**config.mk**
```make
export PLATFORM = sky130hd
export DESIGN_NAME = gcu_command
export DESIGN_NICKNAME = d
export VERILOG_FILES = /design/src/rtl/truxton_macros.svh /design/src/rtl/truxton_pkg.sv /design/src/rtl/gcu_command.sv
export SDC_FILE = /design/constraint.sdc
export NUM_CORES = 1
export LEC_CHECK = 0
export ABC_CLOCK_PERIOD_IN_PS = 960
export BUFFER_PORTS_ARGS = -buffer_cell sky130_fd_sc_hd__buf_2
export CAP_MARGIN = 10
export CORE_AREA = 3 3 40 42
export DETAILED_ROUTE_END_ITERATION = 12
export DIE_AREA = 0 0 43 45
export PLACE_DENSITY_LB_ADDON = 0.12
export SLEW_MARGIN = 5
export SYNTH_ARGS = -nofsm -noshare
export SYNTH_HDL_FRONTEND = slang
export SYNTH_SLANG_ARGS = --single-unit
export TNS_END_PERCENT = 5
```
**constraint.sdc**
```tcl
create_clock -name CLK96 -period 0.96 [get_ports CLK96]
set_input_delay 0.192 -clock CLK96 [delete_from_list [all_inputs] [get_ports CLK96]]
set_output_delay 0.192 -clock CLK96 [all_outputs]
set_load 0.005 [all_outputs]
```
**src/rtl/truxton_macros.svh**
```systemverilog
// memory map and widths of the main CPU bus; region bases are byte addresses
`ifndef TRUXTON_MACROS_SVH
`define TRUXTON_MACROS_SVH

// bus widths
`define TX_DATA_W 16
`define TX_ADDR_W 23

// RAM word address widths
`define TX_WRAM_AW  15
`define TX_PAL_AW   11
`define TX_TVRAM_AW 12
`define TX_LINE_AW  8

// program ROM, 0x000000 - 0x07FFFF
`define TX_ROM_TOP 24'h07FFFF

// regions matched on upper address bits
`define TX_WRAM_BASE   8'h10
`define TX_GCU_BASE    4'h2
`define TX_PAL_BASE    4'h3
`define TX_VCOUNT_BASE 4'h6

// regions matched on a range
`define TX_TVRAM_LO 24'h400000
`define TX_TVRAM_HI 24'h401FFF
`define TX_LSEL_LO  24'h402000
`define TX_LSEL_HI  24'h402FFF
`define TX_LSCR_LO  24'h403000
`define TX_LSCR_HI  24'h4031FF
`define TX_IO_LO    24'h700000
`define TX_IO_HI    24'h700FFF

`endif

```
**src/rtl/truxton_pkg.sv**
```systemverilog
// region, I/O port and GCU op encodings; the 4-bit and 3-bit widths are fixed by the top level
package truxton_pkg;

    // one decoded region per CPU access
    typedef enum logic [3:0] {
        REGION_NONE        = 4'd0,
        REGION_ROM         = 4'd1,
        REGION_WORK_RAM    = 4'd2,
        REGION_GCU         = 4'd3,
        REGION_PALETTE     = 4'd4,
        REGION_TEXT_VRAM   = 4'd5,
        REGION_LINE_SELECT = 4'd6,
        REGION_LINE_SCROLL = 4'd7,
        REGION_VCOUNT      = 4'd8,
        REGION_IO          = 4'd9
    } region_e;

    // cabinet ports, byte offset inside the I/O region
    typedef enum logic [2:0] {
        PORT_DSWA   = 3'd0, // 0x0
        PORT_DSWB   = 3'd1, // 0x2
        PORT_JUMPER = 3'd2, // 0x4
        PORT_IN1    = 3'd3, // 0x6
        PORT_IN2    = 3'd4, // 0x8
        PORT_SYS    = 3'd5, // 0xA
        PORT_NONE   = 3'd7
    } io_port_e;

    // GCU operations by offset and direction
    typedef enum logic [2:0] {
        OP_NONE        = 3'd0,
        OP_SET_RAM_PTR = 3'd1, // write 0x0
        OP_WRITE_RAM   = 3'd2, // write 0x4 or 0x6
        OP_SELECT_REG  = 3'd3, // write 0x8
        OP_WRITE_REG   = 3'd4, // write 0xC
        OP_READ_RAM_H  = 3'd5, // read 0x4
        OP_READ_RAM_L  = 3'd6  // read 0x6
    } gcu_op_e;

endpackage

```
**src/rtl/gcu_command.sv**
```systemverilog
// strobes hold until gcu_ack is seen outside a GCU access; no ack means they hold forever
module gcu_command (
    input  logic                 CLK96,
    input  logic                 RESET96,
    input  truxton_pkg::region_e region,
    input  logic [3:1]           cpu_addr,
    input  logic                 cpu_rw,
    input  logic                 gcu_ack,
    output logic                 op_select_reg,
    output logic                 op_write_reg,
    output logic                 op_write_ram,
    output logic                 op_read_ram_h,
    output logic                 op_read_ram_l,
    output logic                 op_set_ram_ptr
);
    truxton_pkg::gcu_op_e op;
    logic                 gcu_sel;
    logic [5:0]           strobes;

    assign gcu_sel = (region == truxton_pkg::REGION_GCU);

    always_comb begin
        op = truxton_pkg::OP_NONE;
        if (gcu_sel && cpu_rw) begin
            case (cpu_addr)
                3'b010:  op = truxton_pkg::OP_READ_RAM_H; // 0x4
                3'b011:  op = truxton_pkg::OP_READ_RAM_L; // 0x6
                default: op = truxton_pkg::OP_NONE;
            endcase
        end else if (gcu_sel) begin
            case (cpu_addr)
                3'b000:         op = truxton_pkg::OP_SET_RAM_PTR;
                3'b010, 3'b011: op = truxton_pkg::OP_WRITE_RAM;
                3'b100:         op = truxton_pkg::OP_SELECT_REG;
                3'b110:         op = truxton_pkg::OP_WRITE_REG;
                default:        op = truxton_pkg::OP_NONE;
            endcase
        end
    end

    always_ff @(posedge CLK96 or posedge RESET96) begin
        if (RESET96) begin
            {op_select_reg, op_write_reg, op_write_ram} <= 3'b000;
            {op_read_ram_h, op_read_ram_l, op_set_ram_ptr} <= 3'b000;
        end else if (gcu_sel) begin
            case (op)
                truxton_pkg::OP_SELECT_REG:  op_select_reg  <= 1'b1;
                truxton_pkg::OP_WRITE_REG:   op_write_reg   <= 1'b1;
                truxton_pkg::OP_WRITE_RAM:   op_write_ram   <= 1'b1;
                truxton_pkg::OP_READ_RAM_H:  op_read_ram_h  <= 1'b1;
                truxton_pkg::OP_READ_RAM_L:  op_read_ram_l  <= 1'b1;
                truxton_pkg::OP_SET_RAM_PTR: op_set_ram_ptr <= 1'b1;
                default: ;
            endcase
        end else if (gcu_ack) begin
            {op_select_reg, op_write_reg, op_write_ram} <= 3'b000;
            {op_read_ram_h, op_read_ram_l, op_set_ram_ptr} <= 3'b000;
        end
    end

    assign strobes = {op_select_reg, op_write_reg, op_write_ram,
                      op_read_ram_h, op_read_ram_l, op_set_ram_ptr};

    no_strobe_without_access: assert property (
        @(posedge CLK96) disable iff (RESET96)
        (strobes & ~$past(strobes)) != 6'b0 |-> $past(gcu_sel)
    ) else $error("GCU strobe rose without a GCU access");

endmodule

```
==> results.md <==
* Max_cap viols at 0
* DR vias at 270
* P&R area growth vs syn at 56.95%
* Highest-delay cell along the critical path: dfrtp_1
* DPL Wire Length at 593.7 µm
* Static leakage at 0.2454 nW
* IO buf count at 16
* Finish-stage setup viols at 0
* Critical path cell sequence: buf_2
* Vias per cell at around 4.5
* Routability congestion estimate at 0.6479
* Unrepaired setup endpoints after global routing: yes
* Mean post-synth cell area at 12.13 µm²
* Clk sinks at 6
* Core ar. at 1285 µm²
* Tot Pwr at between 500 and 600 µW
* Worst-Margin Slew at 233.6 ps
* Post-Layout Cell Count at 60
* Antenna diodes at 0
* Post-synthesis cell type count at 12
* Reg2reg start: op_write_ram
* Setup ws final at approximately 33 ps
* Final hold vios at 0
* Crit-path max cell delay at 370 ps
* WHS Endpoint: op_write_ram
* Final Critical Period at 927.3 ps
* Final worst-path cycle share at a little over nine tenths
* CTS tree: yes
* Critical Path Fanout Max at 2
* Placed cells at 55
* Critical path capture point type: output port
* Cell count of the worst hold path at 2
* Htree depth at 1
* Clk_skew at 0 ps
* Root Driver: clkbuf_4
* Row count at 13
* Synthesized area at 279.0 µm²
* Die width at between 40 and 50 µm
* Status: finished, final reports clean
* Die span in y at 45 µm
* Vias in the first global route at 278
* Clock buffer count from CTS at 3
* Starting density of the core at 21.71%
* Warnings, synthesis at 0
* Syn nets at 34
* Cts repair resizes at 0
* DR iter-0 viols at 3
* Setup CP Type: register to output port
* CP arrival at 740 ps
* Fmax at 1078 MHz
* Yosys reg bits at 6
* R2R setup slack at around 230 ps
* WP data required at roughly 770 ps
* Buf+Inv Stages, Crit Path at 1
* Worst-path clk slew at 40 ps
* Die ar. at just under 2000 µm²
* Final design utilization at 34.08%
* Routed WL at 731 µm
* Min-Delay Path Class: input pin to register
* WL/cell at 12.18 µm
* Tot GR Track Use at 8.361%
* Global route overflow at 0
* Pre-CTS WS at -136.3 ps
* RR Endpoint: op_write_ram
* Hold_ws at 161.9 ps
* Clk_lat worst skew at 240 ps
* Largest net degree at the start of global routing at 7
* First-pass GRT wire length at ~1100 µm
* Hold Crit Start: cpu_rw
* Power per cell area at between 1000 and 1500 nW/µm²
* Worst slew margin at 84.41%
* Share of layout cells above drive strength 1 at 57.78%
* Max-slew violations at 0
* Mapped Cells at 23
* Cell family with most CP delay: flip-flops
* Post-route DRC at 0
* I/O pin count at 17
* Sequential share of the synthesized area at 53.81%
* Register-to-Register Path Depth at 2
* Antenna viol nets, final at 0
* Initial antenna violation count at 0
* Maximum clock path buffer count at 2
* Worst VDD drop at just under 0.0004 V
* Startpoint Class: register
* 1st-pass router iterations at 2
* Nets at 58
## metrics by stage
stage          cell area, µm²  TNS (ps)
2_1_floorplan           279.0         0
3_3_place_gp            397.9    -627.8
3_5_place_dp            397.9    -740.9
4_1_cts                 430.4         0
5_1_grt                 437.9    -14.56
6_report                437.9         0
## report_power, final
group          switching [mW]  total, mW  internal [mW]
combinational          0.0298     0.0679         0.0381
clock                  0.0848      0.226          0.141
sequential           0.000930      0.257          0.256
total                   0.115      0.550          0.435
## cell families (layout without fill, tap and decap cells)
| group | count (synthesis) | in the layout | share of synthesized area [%] |
|---|---|---|---|
| compound gates | 6 | 6 | 19.29 |
| buf+inv | 3 | 25 | 4.036 |
| flops | 6 | 6 | 53.81 |
| simple gates | 8 | 8 | 22.87 |
## worst max path at each step
stage                      start             to  cells past startpoint
detailed placement     region[2]   op_write_ram                      5
finish              op_write_ram   op_write_ram                      1
global placement       region[1]  op_read_ram_l                      4
floorplan              region[2]  op_read_ram_h                      3
global route        op_write_reg   op_write_reg                      1
CTS                 op_write_ram   op_write_ram                      1
## cells in the mapped netlist, drive strengths merged
| master | number | area [µm²] |
|---|---|---|
| dfrtp | 6 | 150.1 |
| inv | 3 | 11.26 |
| o2bb2ai | 3 | 26.28 |
| a22o | 2 | 20.02 |
| nor2 | 2 | 7.510 |
| and3 | 1 | 7.510 |
| and4b | 1 | 10.01 |
| and4bb | 1 | 12.51 |
| nand2b | 1 | 13.76 |
| nand3 | 1 | 5.000 |
| nand3b | 1 | 7.510 |
| o21a | 1 | 7.510 |
## metal layers
| layer | track usage (%) | wire, µm |
|---|---|---|
| met1 | 9.024 | 306 |
| met2 | 12.28 | 354 |
| met3 | 3.984 | 71 |
| met4 | 7.229 | 0 |
| met5 | 0 | 0 |
## what timing repair did
| action | 4_1_cts | 5_1_grt |
|---|---|---|
| endpoints found under the setup margin | 0 | 4 |
| endpoints found under the hold margin | 6 | 0 |
| buffers inserted | 0 | 1 |
| hold buffers | 1 | 0 |
## layout make-up
cell class | count | area [µm²]
clock buffer | 3 | 22.52
timing repair buffer | 19 | 117.6
fill | 141 | 847.1
inverter | 3 | 11.26
multi-input combinational | 14 | 117.6
sequential | 6 | 150.1
tap | 15 | 18.77
## placed cells by master (no fill, tap or decap)
cell and n:
nand3_1 1, nand3b_1 1, buf_2 16, and4bb_2 1
o2bb2ai_1 3, dfrtp_1 6, buf_4 1, dlygate4sd3_1 1
and4b_1 1, nor2_1 2, inv_1 3, o21a_1 1
buf_12 1, clkbuf_4 3, a22o_2 2, and3_2 1
nand2b_4 1
No activity file was read; power rests on OpenSTA's default activity.
