### src/rtl/truxton_macros.svh
// memory map and widths of the main CPU bus; region bases are byte addresses
`ifndef TRUXTON_MACROS_SVH
`define TRUXTON_MACROS_SVH

// bus widths
`define TX_DATA_W 16
`define TX_ADDR_W 23

// RAM word address widths
`define TX_WRAM_AW  15
`define TX_PAL_AW   11
`define TX_TVRAM_AW 12
`define TX_LINE_AW  8

// program ROM, 0x000000 - 0x07FFFF
`define TX_ROM_TOP 24'h07FFFF

// regions matched on upper address bits
`define TX_WRAM_BASE   8'h10
`define TX_GCU_BASE    4'h2
`define TX_PAL_BASE    4'h3
`define TX_VCOUNT_BASE 4'h6

// regions matched on a range
`define TX_TVRAM_LO 24'h400000
`define TX_TVRAM_HI 24'h401FFF
`define TX_LSEL_LO  24'h402000
`define TX_LSEL_HI  24'h402FFF
`define TX_LSCR_LO  24'h403000
`define TX_LSCR_HI  24'h4031FF
`define TX_IO_LO    24'h700000
`define TX_IO_HI    24'h700FFF

`endif

### src/rtl/truxton_pkg.sv
// region, I/O port and GCU op encodings; the 4-bit and 3-bit widths are fixed by the top level
package truxton_pkg;

    // one decoded region per CPU access
    typedef enum logic [3:0] {
        REGION_NONE        = 4'd0,
        REGION_ROM         = 4'd1,
        REGION_WORK_RAM    = 4'd2,
        REGION_GCU         = 4'd3,
        REGION_PALETTE     = 4'd4,
        REGION_TEXT_VRAM   = 4'd5,
        REGION_LINE_SELECT = 4'd6,
        REGION_LINE_SCROLL = 4'd7,
        REGION_VCOUNT      = 4'd8,
        REGION_IO          = 4'd9
    } region_e;

    // cabinet ports, byte offset inside the I/O region
    typedef enum logic [2:0] {
        PORT_DSWA   = 3'd0, // 0x0
        PORT_DSWB   = 3'd1, // 0x2
        PORT_JUMPER = 3'd2, // 0x4
        PORT_IN1    = 3'd3, // 0x6
        PORT_IN2    = 3'd4, // 0x8
        PORT_SYS    = 3'd5, // 0xA
        PORT_NONE   = 3'd7
    } io_port_e;

    // GCU operations by offset and direction
    typedef enum logic [2:0] {
        OP_NONE        = 3'd0,
        OP_SET_RAM_PTR = 3'd1, // write 0x0
        OP_WRITE_RAM   = 3'd2, // write 0x4 or 0x6
        OP_SELECT_REG  = 3'd3, // write 0x8
        OP_WRITE_REG   = 3'd4, // write 0xC
        OP_READ_RAM_H  = 3'd5, // read 0x4
        OP_READ_RAM_L  = 3'd6  // read 0x6
    } gcu_op_e;

endpackage

### src/rtl/cabinet_inputs.sv
// joystick, button and DIP inputs are active high here, the CPU sees them active low
`include "truxton_macros.svh"

module cabinet_inputs (
    input  logic                   CLK96,
    input  logic                   RESET96,
    input  truxton_pkg::io_port_e  io_port,
    input  logic [9:0]             joystick1,
    input  logic [9:0]             joystick2,
    input  logic [1:0]             start_button,
    input  logic [1:0]             coin_input,
    input  logic                   service,
    input  logic                   fastscroll,
    input  logic                   p1_socd,
    input  logic                   p2_socd,
    input  logic                   dip_test,
    input  logic [7:0]             dipsw_a,
    input  logic [7:0]             dipsw_b,
    input  logic [7:0]             dipsw_c,
    input  logic                   hsync,
    input  logic                   vsync,
    input  logic                   fblank,
    input  logic [8:0]             vcount,
    output logic [`TX_DATA_W-1:0]  port_data,
    output logic [`TX_DATA_W-1:0]  video_status
);
    logic [7:0] p1_byte;
    logic [7:0] p2_byte;
    logic [7:0] sys_byte;
    logic       p1_right;
    logic       p1_down;
    logic       p2_right;
    logic       p2_down;

    // socd low means opposite directions cancel toward bit 1 / bit 3
    assign p1_right = p1_socd ? joystick1[0] : joystick1[0] & ~joystick1[1];
    assign p1_down  = p1_socd ? joystick1[2] : joystick1[2] & ~joystick1[3];
    assign p2_right = p2_socd ? joystick2[0] : joystick2[0] & ~joystick2[1];
    assign p2_down  = p2_socd ? joystick2[2] : joystick2[2] & ~joystick2[3];

    always_ff @(posedge CLK96 or posedge RESET96) begin
        if (RESET96) begin
            p1_byte <= 8'hFF; // nothing pressed
            p2_byte <= 8'h7F;
        end else begin
            p1_byte <= {~(fastscroll | joystick1[7]), ~joystick1[6:3],
                        ~p1_down, ~joystick1[1], ~p1_right};
            p2_byte <= {1'b0, ~joystick2[6:3], ~p2_down, ~joystick2[1], ~p2_right};
        end
    end

    assign sys_byte = {1'b0, ~start_button[1], ~start_button[0], ~coin_input[1],
                       ~coin_input[0], ~dip_test, 1'b0, ~service};

    always_comb begin
        case (io_port)
            truxton_pkg::PORT_DSWA:   port_data = {2{dipsw_a}};
            truxton_pkg::PORT_DSWB:   port_data = {2{dipsw_b}};
            truxton_pkg::PORT_JUMPER: port_data = {2{dipsw_c}};
            truxton_pkg::PORT_IN1:    port_data = {2{p1_byte}};
            truxton_pkg::PORT_IN2:    port_data = {2{p2_byte}};
            truxton_pkg::PORT_SYS:    port_data = {dipsw_c, sys_byte};
            default:                  port_data = '0;
        endcase
    end

    // sync bits sit in an otherwise all-ones high byte
    assign video_status = {hsync, vsync, 5'h1F, fblank,
                           vcount[8] ? 8'hFF : vcount[7:0]}; // lines past 255 read 0xFF

endmodule

### config.mk
export PLATFORM = sky130hd
export DESIGN_NAME = cabinet_inputs
export DESIGN_NICKNAME = d
export VERILOG_FILES = /design/src/rtl/truxton_pkg.sv /design/src/rtl/cabinet_inputs.sv
export VERILOG_INCLUDE_DIRS = /design/src /design/src/rtl
export SDC_FILE = /design/constraint.sdc
export NUM_CORES = 1
export LEC_CHECK = 0
export BUFFER_PORTS_ARGS = -buffer_cell sky130_fd_sc_hd__buf_2
export CAP_MARGIN = 20
export CORE_UTILIZATION = 40
export DETAILED_ROUTE_END_ITERATION = 8
export GPL_ROUTABILITY_DRIVEN = 1
export HOLD_SLACK_MARGIN = 0.03
export PLACE_DENSITY = 0.85
export SLEW_MARGIN = 10
export SYNTH_ARGS = -nofsm -noshare
export SYNTH_HDL_FRONTEND = slang
export SYNTH_SLANG_ARGS = --single-unit
### constraint.sdc
create_clock -name CLK96 -period 2.2 [get_ports CLK96]
set_input_delay 0.22 -clock CLK96 [delete_from_list [all_inputs] [get_ports CLK96]]
set_output_delay 0.22 -clock CLK96 [all_outputs]
set_load 0.02 [all_outputs]
==> flow_summary.yaml <==
power:
  powerDensity_nw_per_um2: 464
  ir_worst_vdd_mv: 0.373
  p_leak_nw: 0.849
  p_total_mw: 0.728
critical_path:
  crit_path_top_delay_cell: "buf_2"
  cp_common_cell: "buf_2"
  cp.depth: 6
  critPathKind: "in -> out"
  worst-path-max-fanout: 22
  startpoint_type: "input port"
  required_ps: 1980
  cp_cell_sequence: "buf_2, buf_4, mux2i_1, o22a_1, o21ai_1, buf_2"
  crit_start: "io_port[0]"
  worstPathArrival_ps: 1530
  cp.buffers_inverters: 3
  cpLargestDelayFamily: "buffers and inverters"
  cpPeakStageDelay_ps: 420
  critPathCaptureType: "primary output"
finish:
  fin_cells: 243
  nets: 284
  drive_gt1_share_pct: 50.2
  final_area_um2: 1570
  diodes: 0
  area_delta_synth_final_pct: 39.1
yosys:
  synth_area_um2: 1130
  yosys-top-cells-area: "dfstp_2, mux2i_1, buf_4"
  yosysTopAreaCell: "dfstp_2"
  yosys.area_share.simple_pct: 13.8
  async_reset_ff_share_pct: 100
  ys_ff_latch: 15
  netlist_top_cells_count: "inv_1, dfstp_2, a21oi_1, mux2i_1, o21ai_1"
  syn_area_per_cell_um2: 8.67
  ys.flop_type: "dfstp_2"
  synth_top_family_by_area: "compound AO/OA/AOI/OAI gates"
  synthAdderAreaFrac_pct: 0
  synth.most_common_cell: "inv_1"
  synth_cell_type_count: 26
  yosysWarningCount: 0
  synthMuxAreaShare_pct: 12.9
  synth-edff-count: 0
  synth-xor-area-share_pct: 0
  synth_compound_area_share_pct: 22.8
  synth.top_cell.area_share_pct: 35.0
  syn-instance-count: 130
  seq_area_frac_synth_pct: 35.0
timing:
  rsz0062_at_grt: "no"
  finalHoldViolCount: 0
  layout_setup_ws_ps: 452
  fmax_ghz: 0.572
  worst_pin_slew_ps: 515
  fin_crit_sh_pct: 79.5
  slew-limit-headroom_pct: 65.6
  tns_ps: 0
  drv_slew: 0
  final-setup-viol-count: 0
  period_minus_slack_ps: 1750
placement:
  place_congestion: 0.721
  pre_cts_ws_ps: 468
  place_hpwl_um: 2310
  port_buffers: 85
  placed_cell_area_um2: 1510
  post-place-cells: 236
grt:
  antenna_found_initial: 0
  gr-usage-all-layers_pct: 20.2
  grt_first_pass_wirelength_um: 4250
  grt_pass1_vias: 1034
  grt_max_degree: 23
  grt-ovfl-total: 0
detailed_routing:
  firstDrtPassIters: 4
  drc: 0
  viasPerCell: 4.93
  ant_nets: 0
  wl_um: 2910
  vias: 1197
  drtIter0Drc: 20
  post_drt_wl_per_cell_um: 12.0
clocking:
  cts_tree: "yes"
  cts_resized: 0
  clock-root-buffer: "clkbuf_4"
  htree_levels: 1
  numClockSinks: 15
  clock_path_buffers: 2
  clkTransAtPathRegs_ps: 80
  numCtsBuffers: 3
worst_hold_path:
  hp-start: "joystick1[6]"
  hp-class: "in -> reg"
  hold_depth: 2
floorplan:
  pin_count: 102
  die_y_um: 55.1
  chipWidth_um: 55.1
  initial_utilization_pct: 43.9
  coreArea_um2: 2570
  rows: 18
  die_area_um2: 3030
flow_run:
  drv_cap: 0
status:
  status: "complete, no violations"
[metal layers]
layer | track usage [%] | up-vias | wire [µm]
li1 | - | 596 | -
met1 | 23.5 | 523 | 1110
met2 | 38.0 | 72 | 1510
met3 | 1.37 | 6 | 260
met4 | 8.33 | 0 | 25
met5 | 0 | - | 0
[placed cells by master (no fill, tap or decap), drive strengths merged]
| cell type | Yosys | layout |
|---|---|---|
| nand2 | 2 | 2 |
| buf | 14 | 87 |
| o22a | 6 | 6 |
| o21ai | 16 | 16 |
| mux2 | 1 | 1 |
| dfstp | 15 | 15 |
| nor2 | 3 | 3 |
| inv | 17 | 17 |
| clkbuf | 1 | 4 |
| a22oi | 1 | 1 |
| a22o | 1 | 1 |
| a21oi | 14 | 14 |
| nor2b | 9 | 9 |
| or2 | 9 | 9 |
| o22ai | 1 | 1 |
| conb | 1 | 5 |
| a221o | 1 | 1 |
| nand2b | 1 | 1 |
| and4b | 1 | 1 |
| dlygate4sd3 | 0 | 3 |
| or2b | 1 | 1 |
| o221ai | 2 | 2 |
| mux2i | 13 | 13 |
[metrics by stage]
step | hold WS (ps) | util [%]
final | 44.5 | 61.1
after global routing | 19.1 | 61.1
after CTS | 34.3 | 59.9
after detailed placement | 331 | 58.9
after global placement | 330 | 58.9
after floorplan | 246 | -
[state kept, by name, indices dropped and copies added (netlist names)]
signal	cells
p2_byte	7
p1_byte	8
[worst paths after layout]
kind / slack [ps] / endpoint
max: 450 / port_data[14]
min: 40 / p1_byte[6]
max in group asynchronous: 1870 / p1_byte[0]
min in group asynchronous: 300 / p1_byte[6]
[where the power goes]
group          switching [mW]  internal, mW  leakage, nW  total, mW
Clock                  0.0777        0.0702       0.0150      0.148
Combinational           0.155         0.119        0.676      0.274
Sequential            0.00379         0.302        0.158      0.306
[logic make-up (layout without fill, tap and decap cells)]
kind of cell,Yosys count,count (layout)
buffers and inverters,32,111
AO/OA/AOI/OAI,42,42
flip-flops,15,15
AND/OR/NAND/NOR,26,26
multiplexers,14,14
other,1,5
[final cells by class]
cell class / count / area (µm²)
Fill cell: 244 / 1000
Multi-Input combinational cell: 87 / 576
Timing Repair Buffer: 90 / 470
Sequential cell: 15 / 394
Inverter: 17 / 63.8
Tap cell: 30 / 37.5
Clock buffer: 4 / 26.3
[timing repair]
item                      in CTS  in global routing
buffers inserted               0                  0
hold endpoints to repair       0                  3
hold buffers                   0                  3
No activity file was read; power rests on OpenSTA's default activity.
