<file path="src/rtl/truxton_macros.svh">
// memory map and widths of the main CPU bus; region bases are byte addresses
`ifndef TRUXTON_MACROS_SVH
`define TRUXTON_MACROS_SVH

// bus widths
`define TX_DATA_W 16
`define TX_ADDR_W 23

// RAM word address widths
`define TX_WRAM_AW  15
`define TX_PAL_AW   11
`define TX_TVRAM_AW 12
`define TX_LINE_AW  8

// program ROM, 0x000000 - 0x07FFFF
`define TX_ROM_TOP 24'h07FFFF

// regions matched on upper address bits
`define TX_WRAM_BASE   8'h10
`define TX_GCU_BASE    4'h2
`define TX_PAL_BASE    4'h3
`define TX_VCOUNT_BASE 4'h6

// regions matched on a range
`define TX_TVRAM_LO 24'h400000
`define TX_TVRAM_HI 24'h401FFF
`define TX_LSEL_LO  24'h402000
`define TX_LSEL_HI  24'h402FFF
`define TX_LSCR_LO  24'h403000
`define TX_LSCR_HI  24'h4031FF
`define TX_IO_LO    24'h700000
`define TX_IO_HI    24'h700FFF

`endif

</file>
<file path="src/rtl/truxton_pkg.sv">
// region, I/O port and GCU op encodings; the 4-bit and 3-bit widths are fixed by the top level
package truxton_pkg;

    // one decoded region per CPU access
    typedef enum logic [3:0] {
        REGION_NONE        = 4'd0,
        REGION_ROM         = 4'd1,
        REGION_WORK_RAM    = 4'd2,
        REGION_GCU         = 4'd3,
        REGION_PALETTE     = 4'd4,
        REGION_TEXT_VRAM   = 4'd5,
        REGION_LINE_SELECT = 4'd6,
        REGION_LINE_SCROLL = 4'd7,
        REGION_VCOUNT      = 4'd8,
        REGION_IO          = 4'd9
    } region_e;

    // cabinet ports, byte offset inside the I/O region
    typedef enum logic [2:0] {
        PORT_DSWA   = 3'd0, // 0x0
        PORT_DSWB   = 3'd1, // 0x2
        PORT_JUMPER = 3'd2, // 0x4
        PORT_IN1    = 3'd3, // 0x6
        PORT_IN2    = 3'd4, // 0x8
        PORT_SYS    = 3'd5, // 0xA
        PORT_NONE   = 3'd7
    } io_port_e;

    // GCU operations by offset and direction
    typedef enum logic [2:0] {
        OP_NONE        = 3'd0,
        OP_SET_RAM_PTR = 3'd1, // write 0x0
        OP_WRITE_RAM   = 3'd2, // write 0x4 or 0x6
        OP_SELECT_REG  = 3'd3, // write 0x8
        OP_WRITE_REG   = 3'd4, // write 0xC
        OP_READ_RAM_H  = 3'd5, // read 0x4
        OP_READ_RAM_L  = 3'd6  // read 0x6
    } gcu_op_e;

endpackage

</file>
<file path="src/rtl/bus_decoder.sv">
// region is valid one clock after AS low and drops to none on the first clock with AS high
`include "truxton_macros.svh"

module bus_decoder (
    input  logic                  CLK96,
    input  logic                  RESET96,
    input  logic [`TX_ADDR_W:1]   cpu_addr,
    input  logic                  cpu_as_n,
    output truxton_pkg::region_e  region,
    output truxton_pkg::io_port_e io_port,
    output logic                  prg_cs,
    output logic [18:0]           prg_addr
);
    logic [`TX_ADDR_W:0]   byte_addr;
    truxton_pkg::region_e  next_region;
    truxton_pkg::io_port_e next_port;

    assign byte_addr = {cpu_addr, 1'b0}; // follows the memory map

    always_comb begin
        next_region = truxton_pkg::REGION_NONE;
        if (!cpu_as_n) begin
            if (byte_addr <= `TX_ROM_TOP)
                next_region = truxton_pkg::REGION_ROM;
            else if (byte_addr[23:16] == `TX_WRAM_BASE)
                next_region = truxton_pkg::REGION_WORK_RAM;
            else if (byte_addr[23:20] == `TX_GCU_BASE)
                next_region = truxton_pkg::REGION_GCU;
            else if (byte_addr[23:20] == `TX_PAL_BASE)
                next_region = truxton_pkg::REGION_PALETTE;
            else if (byte_addr >= `TX_TVRAM_LO && byte_addr <= `TX_TVRAM_HI)
                next_region = truxton_pkg::REGION_TEXT_VRAM;
            else if (byte_addr >= `TX_LSEL_LO && byte_addr <= `TX_LSEL_HI)
                next_region = truxton_pkg::REGION_LINE_SELECT;
            else if (byte_addr >= `TX_LSCR_LO && byte_addr <= `TX_LSCR_HI)
                next_region = truxton_pkg::REGION_LINE_SCROLL;
            else if (byte_addr[23:20] == `TX_VCOUNT_BASE)
                next_region = truxton_pkg::REGION_VCOUNT;
            else if (byte_addr >= `TX_IO_LO && byte_addr <= `TX_IO_HI)
                next_region = truxton_pkg::REGION_IO;
        end
    end

    // port by byte offset, only inside the I/O window
    always_comb begin
        case (byte_addr[11:0])
            12'h000: next_port = truxton_pkg::PORT_DSWA;
            12'h002: next_port = truxton_pkg::PORT_DSWB;
            12'h004: next_port = truxton_pkg::PORT_JUMPER;
            12'h006: next_port = truxton_pkg::PORT_IN1;
            12'h008: next_port = truxton_pkg::PORT_IN2;
            12'h00A: next_port = truxton_pkg::PORT_SYS;
            default: next_port = truxton_pkg::PORT_NONE;
        endcase
        if (next_region != truxton_pkg::REGION_IO)
            next_port = truxton_pkg::PORT_NONE;
    end

    always_ff @(posedge CLK96 or posedge RESET96) begin
        if (RESET96) begin
            region  <= truxton_pkg::REGION_NONE;
            io_port <= truxton_pkg::PORT_NONE;
        end else begin
            region  <= next_region;
            io_port <= next_port;
        end
    end

    always_ff @(posedge CLK96) begin
        if (!cpu_as_n)
            prg_addr <= cpu_addr[19:1]; // ROM word address
    end

    assign prg_cs = (region == truxton_pkg::REGION_ROM);

    region_clears_after_as: assert property (
        @(posedge CLK96) disable iff (RESET96)
        $rose(cpu_as_n) |=> region == truxton_pkg::REGION_NONE
    ) else $error("region still selected after cpu_as_n rose");

endmodule

</file>
<file path="config.mk">
export PLATFORM = sky130hd
export DESIGN_NAME = bus_decoder
export DESIGN_NICKNAME = d
export VERILOG_FILES = /design/src/rtl/truxton_pkg.sv /design/src/rtl/bus_decoder.sv
export VERILOG_INCLUDE_DIRS = /design/src /design/src/rtl
export SDC_FILE = /design/constraint.sdc
export NUM_CORES = 1
export LEC_CHECK = 0
export ABC_AREA = 1
export BUFFER_PORTS_ARGS = -buffer_cell sky130_fd_sc_hd__buf_2
export CAP_MARGIN = 15
export CORE_MARGIN = 2
export CORE_UTILIZATION = 46
export CTS_BUF_LIST = sky130_fd_sc_hd__clkbuf_8
export CTS_CLUSTER_DIAMETER = 40
export CTS_CLUSTER_SIZE = 30
export DETAILED_ROUTE_END_ITERATION = 12
export PLACE_DENSITY = 0.8
export RECOVER_POWER = 100
export SYNTH_ARGS = -nofsm -noshare
export SYNTH_HDL_FRONTEND = slang
export SYNTH_SLANG_ARGS = --single-unit
</file>
<file path="constraint.sdc">
create_clock -name CLK96 -period 0.8 [get_ports CLK96]
set_clock_uncertainty 0.05 [all_clocks]
set_input_delay 0.08 -clock CLK96 [delete_from_list [all_inputs] [get_ports CLK96]]
set_output_delay 0.08 -clock CLK96 [all_outputs]
set_load 0.05 [all_outputs]
</file>
==> run_results.csv, run 1 <==
group,metric,value,unit
outcome,status,"did not finish",
outcome,lastStage,"5_1_grt",
outcome,error,"[ERROR DPL-0038] Utilization greater than 100%, impossible to legalize",
placed_design,dp_slack,-0.450,ns
die,pin_count,53,
synth,synth-edff-count,19,
clock_tree,cts_root_buf,"clkbuf_8",
sta,worst-ep-kind,"top-level output",
synth,synth_top_area_share,52.9,%
synth,yosysMostFrequentCell,"edfxtp_1",
placed_design,dp.cells,193,
placed_design,place_hpwl,2140,microns
synth,synth_flop_cell,"edfxtp_1",
clock_tree,numCtsBuffers,3,
synth,synth_common_cells,"edfxtp_1 (19), nor2_1 (14), inv_1 (13), nand2_1 (13), nand3_1 (8)",
synth,syn_inst,96,
die,die_x,52.4,microns
clock_tree,cts_max_level,1,
synth,synth.avg_cell_area,11.2,sq um
die,start_util,48.8,%
die,die_h,52.4,microns
grt,grt_start_max_net_pins,20,
clock_tree,cts_buffer_depth,2,
synth,async_flop_share,26.9,%
sta,worst_endpoint,"prg_cs",
placed_design,port_buffers,52,
placed_design,gp_congestion,1.02,
synth,synth_area_leaders,"edfxtp_1 (53%), dfrtp_1 (9.3%), dfstp_2 (7.3%)",
clock_tree,cts.sinks,26,
synth,yosysTopAreaCell,"edfxtp_1",
synth,ys_types,19,
die,num_rows,17,
synth,yosys_warnings,0,
synth,yosysSeqAreaShare,69.5,%
synth,ys_ff_latch,26,
synth,synth_area,1080,sq um
synth,syn_nets,122,
[stage by stage]
step / area [sq um] / util [%] / TNS, ns
floorplan: 1170 / - / -1.12
global placement: 1600 / 72.5 / -2.91
detailed placement: 1600 / 72.5 / -3.35
CTS: 2060 / 93.0 / -5.52
[kinds of logic after synthesis]
kind of cell	synth area share, %
simple gates	21.6
compound gates	4.41
flops	69.5
buf+inv	4.52
[repair_timing]
action | 4_1_cts
endpoints found under the hold margin | 21
resized for setup | 74
hold buffers | 15
buffers inserted | 3
pin swaps | 18
endpoints found under the setup margin | 34
==> inputs of run 2 (changes only) <==
--- a/config.mk
+++ b/config.mk
@@ -9,13 +9,10 @@
 export ABC_AREA = 1
 export BUFFER_PORTS_ARGS = -buffer_cell sky130_fd_sc_hd__buf_2
 export CAP_MARGIN = 15
-export CORE_MARGIN = 2
-export CORE_UTILIZATION = 46
-export CTS_BUF_LIST = sky130_fd_sc_hd__clkbuf_8
-export CTS_CLUSTER_DIAMETER = 40
-export CTS_CLUSTER_SIZE = 30
+export CORE_AREA = 2 2 63 65
 export DETAILED_ROUTE_END_ITERATION = 12
-export PLACE_DENSITY = 0.8
+export DIE_AREA = 0 0 65 67
+export PLACE_DENSITY_LB_ADDON = 0.15
 export RECOVER_POWER = 100
 export SYNTH_ARGS = -nofsm -noshare
 export SYNTH_HDL_FRONTEND = slang
==> run 2 against run 1 <==
Compared with the run above:
- the flow now finishes, with violations (setup timing)
- synthesized cell count did not move
- synthesized area did not move
==> run_results.csv, run 2 <==
group,metric,value,unit
outcome,status,"finished, violations left",
outcome,violations,"setup timing",
final_layout,top_register,"prg_addr",
die,fp.coreArea,3610,sq um
setup_path,crit_family,"flip-flops",
sta,drv_slew,0,
final_layout,syn2layout_area_growth,97.4,%
pwr,p_int,2.28,mW
synth,yosysMostFrequentCell,"edfxtp_1",
pwr,p_per_area,1520,nW/um^2
grt,grt_first_pass_wirelength,4470,microns
setup_path,path_depth,2,
synth,yosysTopAreaCell,"edfxtp_1",
pwr,power.total,3.23,mW
synth,synth_top_area_share,52.9,%
clock_tree,cts_root_buf,"clkbuf_8",
pwr,switching_share,29.4,%
synth,async_flop_share,26.9,%
final_layout,n_antenna_cell,0,
clock_tree,cts_tree,"built",
sta,grt_setup_unrepaired,"yes",
grt,antenna_found_initial,0,
route,wl_per_cell,12.0,microns
placed_design,port_buffers,52,
final_layout,final_util,59.1,%
pwr,leakagePower,0.878,nW
sta,clock.fmax,0.781,GHz
route,vias_per_cell,4.30,
setup_path,max_stage_delay,0.42,ns
worst_hold_path,hp-class,"input pin to flop",
pwr,p_seq_share,49.3,%
die,start_util,29.9,%
grt,overflow,0,
final_layout,fin_cells,234,
synth,synth.avg_cell_area,11.2,sq um
setup_path,endpoint_kind,"primary output",
route,vias,1007,
grt,grt_pass1_vias,1067,
route,drc,0,
clock_tree,cts.sinks,26,
setup_path,worst-path-buf-inv,1,
sta,hold_viol,0,
grt,grt_start_max_net_pins,25,
synth,synth-edff-count,19,
sta,fin_hold_ws,0.0761,ns
pwr,share_comb_of_total_power,28.5,%
setup_path,crit_arrival,1.15,ns
clock_tree,numCtsBuffers,3,
setup_path,worst-setup-path-type,"flop to primary output",
die,die-area,4360,sq um
synth,synth_area_leaders,"edfxtp_1 (53%), dfrtp_1 (9.3%), dfstp_2 (7.3%)",
setup_path,critPathLaunch,"region[3]$_DFF_PP0_",
pwr,clkPwrFrac,22.3,%
sta,tns,-5.43,ns
setup_path,cp_cell_sequence,"nor4b_4, buf_6",
final_layout,fin_nets,213,
die,die_x,65,microns
placed_design,gp_congestion,0.795,
route,antenna_left,0,
pwr,p_sw,948,uW
clock_tree,clkSlewWorstSetupHoldPaths,0.08,ns
route,drtIter0Drc,19,
final_layout,reg_top3,"prg_addr (19), region (4), io_port (3)",
sta,slew-limit-headroom,78.1,%
sta,setup_slack,-0.481,ns
route,drt-pass1-iter-count,2,
synth,syn_inst,96,
synth,syn_nets,122,
final_layout,largest_reg_flops,19,
worst_hold_path,min_path_cells,1,
setup_path,crit_required,0.67,ns
die,die_h,67,microns
synth,ys_ff_latch,26,
setup_path,worstPathMaxFanout,2,
sta,tightest_slew,0.329,ns
final_layout,post-route-cell-area,2130,sq um
placed_design,dp.cells,212,
grt,grt_use_total,13.5,%
synth,ys_types,19,
setup_path,worstSetupEndpoint,"prg_cs",
clock_tree,cts_max_level,1,
pwr,irDropWorstVdd,0.000581,V
synth,synth_flop_cell,"edfxtp_1",
setup_path,cp-start-kind,"flop",
die,num_rows,22,
sta,setup_viol,33,
clock_tree,cts_buffer_depth,2,
sta,min_period,1.28,ns
route,wirelength,2810,microns
synth,synth_area,1080,sq um
final_layout,final_common_cell,"buf_6",
placed_design,place_hpwl,1920,microns
setup_path,cp_slowest_cell,"dfrtp_2",
synth,synth_common_cells,"edfxtp_1 (19), nor2_1 (14), inv_1 (13), nand2_1 (13), nand3_1 (8)",
synth,yosysSeqAreaShare,69.5,%
placed_design,dp_slack,-0.446,ns
run,cap_viol_max_count,0,
die,pin_count,53,
placed_design,dpl_cell_area,1620,sq um
final_layout,drive_above_1_share,58.1,%
synth,yosys_warnings,0,
final_layout,layout_common_cells,"buf_6 (25), edfxtp_1 (19), buf_4 (16)",
sta,min_period_over_period,160,%
[run 2: logic make-up (layout without fill, tap and decap cells)]
kind of cell	count (synthesis)	after routing	share of synthesized area [%]
and+or+nand+nor	49	49	21.6
DFF	26	26	69.5
buffers and inverters	13	103	4.52
AOI/OAI and AO/OA	8	8	4.41
[run 2: worst min-delay path by stage]
stage,to,slack (ns),from
3_5_place_dp,region[1]$_DFF_PP0_,-0.04,RESET96
2_1_floorplan,region[0]$_DFF_PP0_,-0.17,RESET96
4_1_cts,prg_addr[3]$_DFFE_PN_,0.0002,cpu_addr[4]
5_1_grt,prg_addr[3]$_DFFE_PN_,0.08,cpu_addr[4]
6_report,prg_addr[3]$_DFFE_PN_,0.08,cpu_addr[4]
3_3_place_gp,region[1]$_DFF_PP0_,-0.05,RESET96
[run 2: power groups by stage]
stage          clock, mW  combinational [mW]  sequential [mW]
2_1_floorplan          0               0.129             1.90
3_3_place_gp           0               0.702             1.59
3_5_place_dp           0               0.705             1.60
4_1_cts            0.731               0.915             1.59
5_1_grt            0.791               0.969             1.60
6_report           0.719               0.920             1.59
[run 2: metal layers]
layer	vias up	track usage (%)	part of all wire, %
met5	-	0	0
met4	0	6.38	0.96
met3	2	1.35	4.5
met2	30	25.9	56
met1	461	14.9	39
li1	514	-	-
[run 2: what timing repair did]
| item | 4_1_cts | 5_1_grt |
|---|---|---|
| endpoints found under the setup margin | 34 | 33 |
| endpoints found under the hold margin | 21 | 0 |
| pin swaps | 20 | 5 |
| resized for setup | 84 | 14 |
| hold buffers | 15 | 0 |
| buffers inserted | 2 | 1 |
[run 2: layout make-up]
type	count	area, sq um
Timing Repair Buffer	86	756
Fill cell	315	1480
Tap cell	48	60.1
Inverter	13	75.1
Sequential cell	26	754
Multi-Input combinational cell	57	439
Clock buffer	4	45.0
Note: power is estimated with default switching activity, not from simulation.
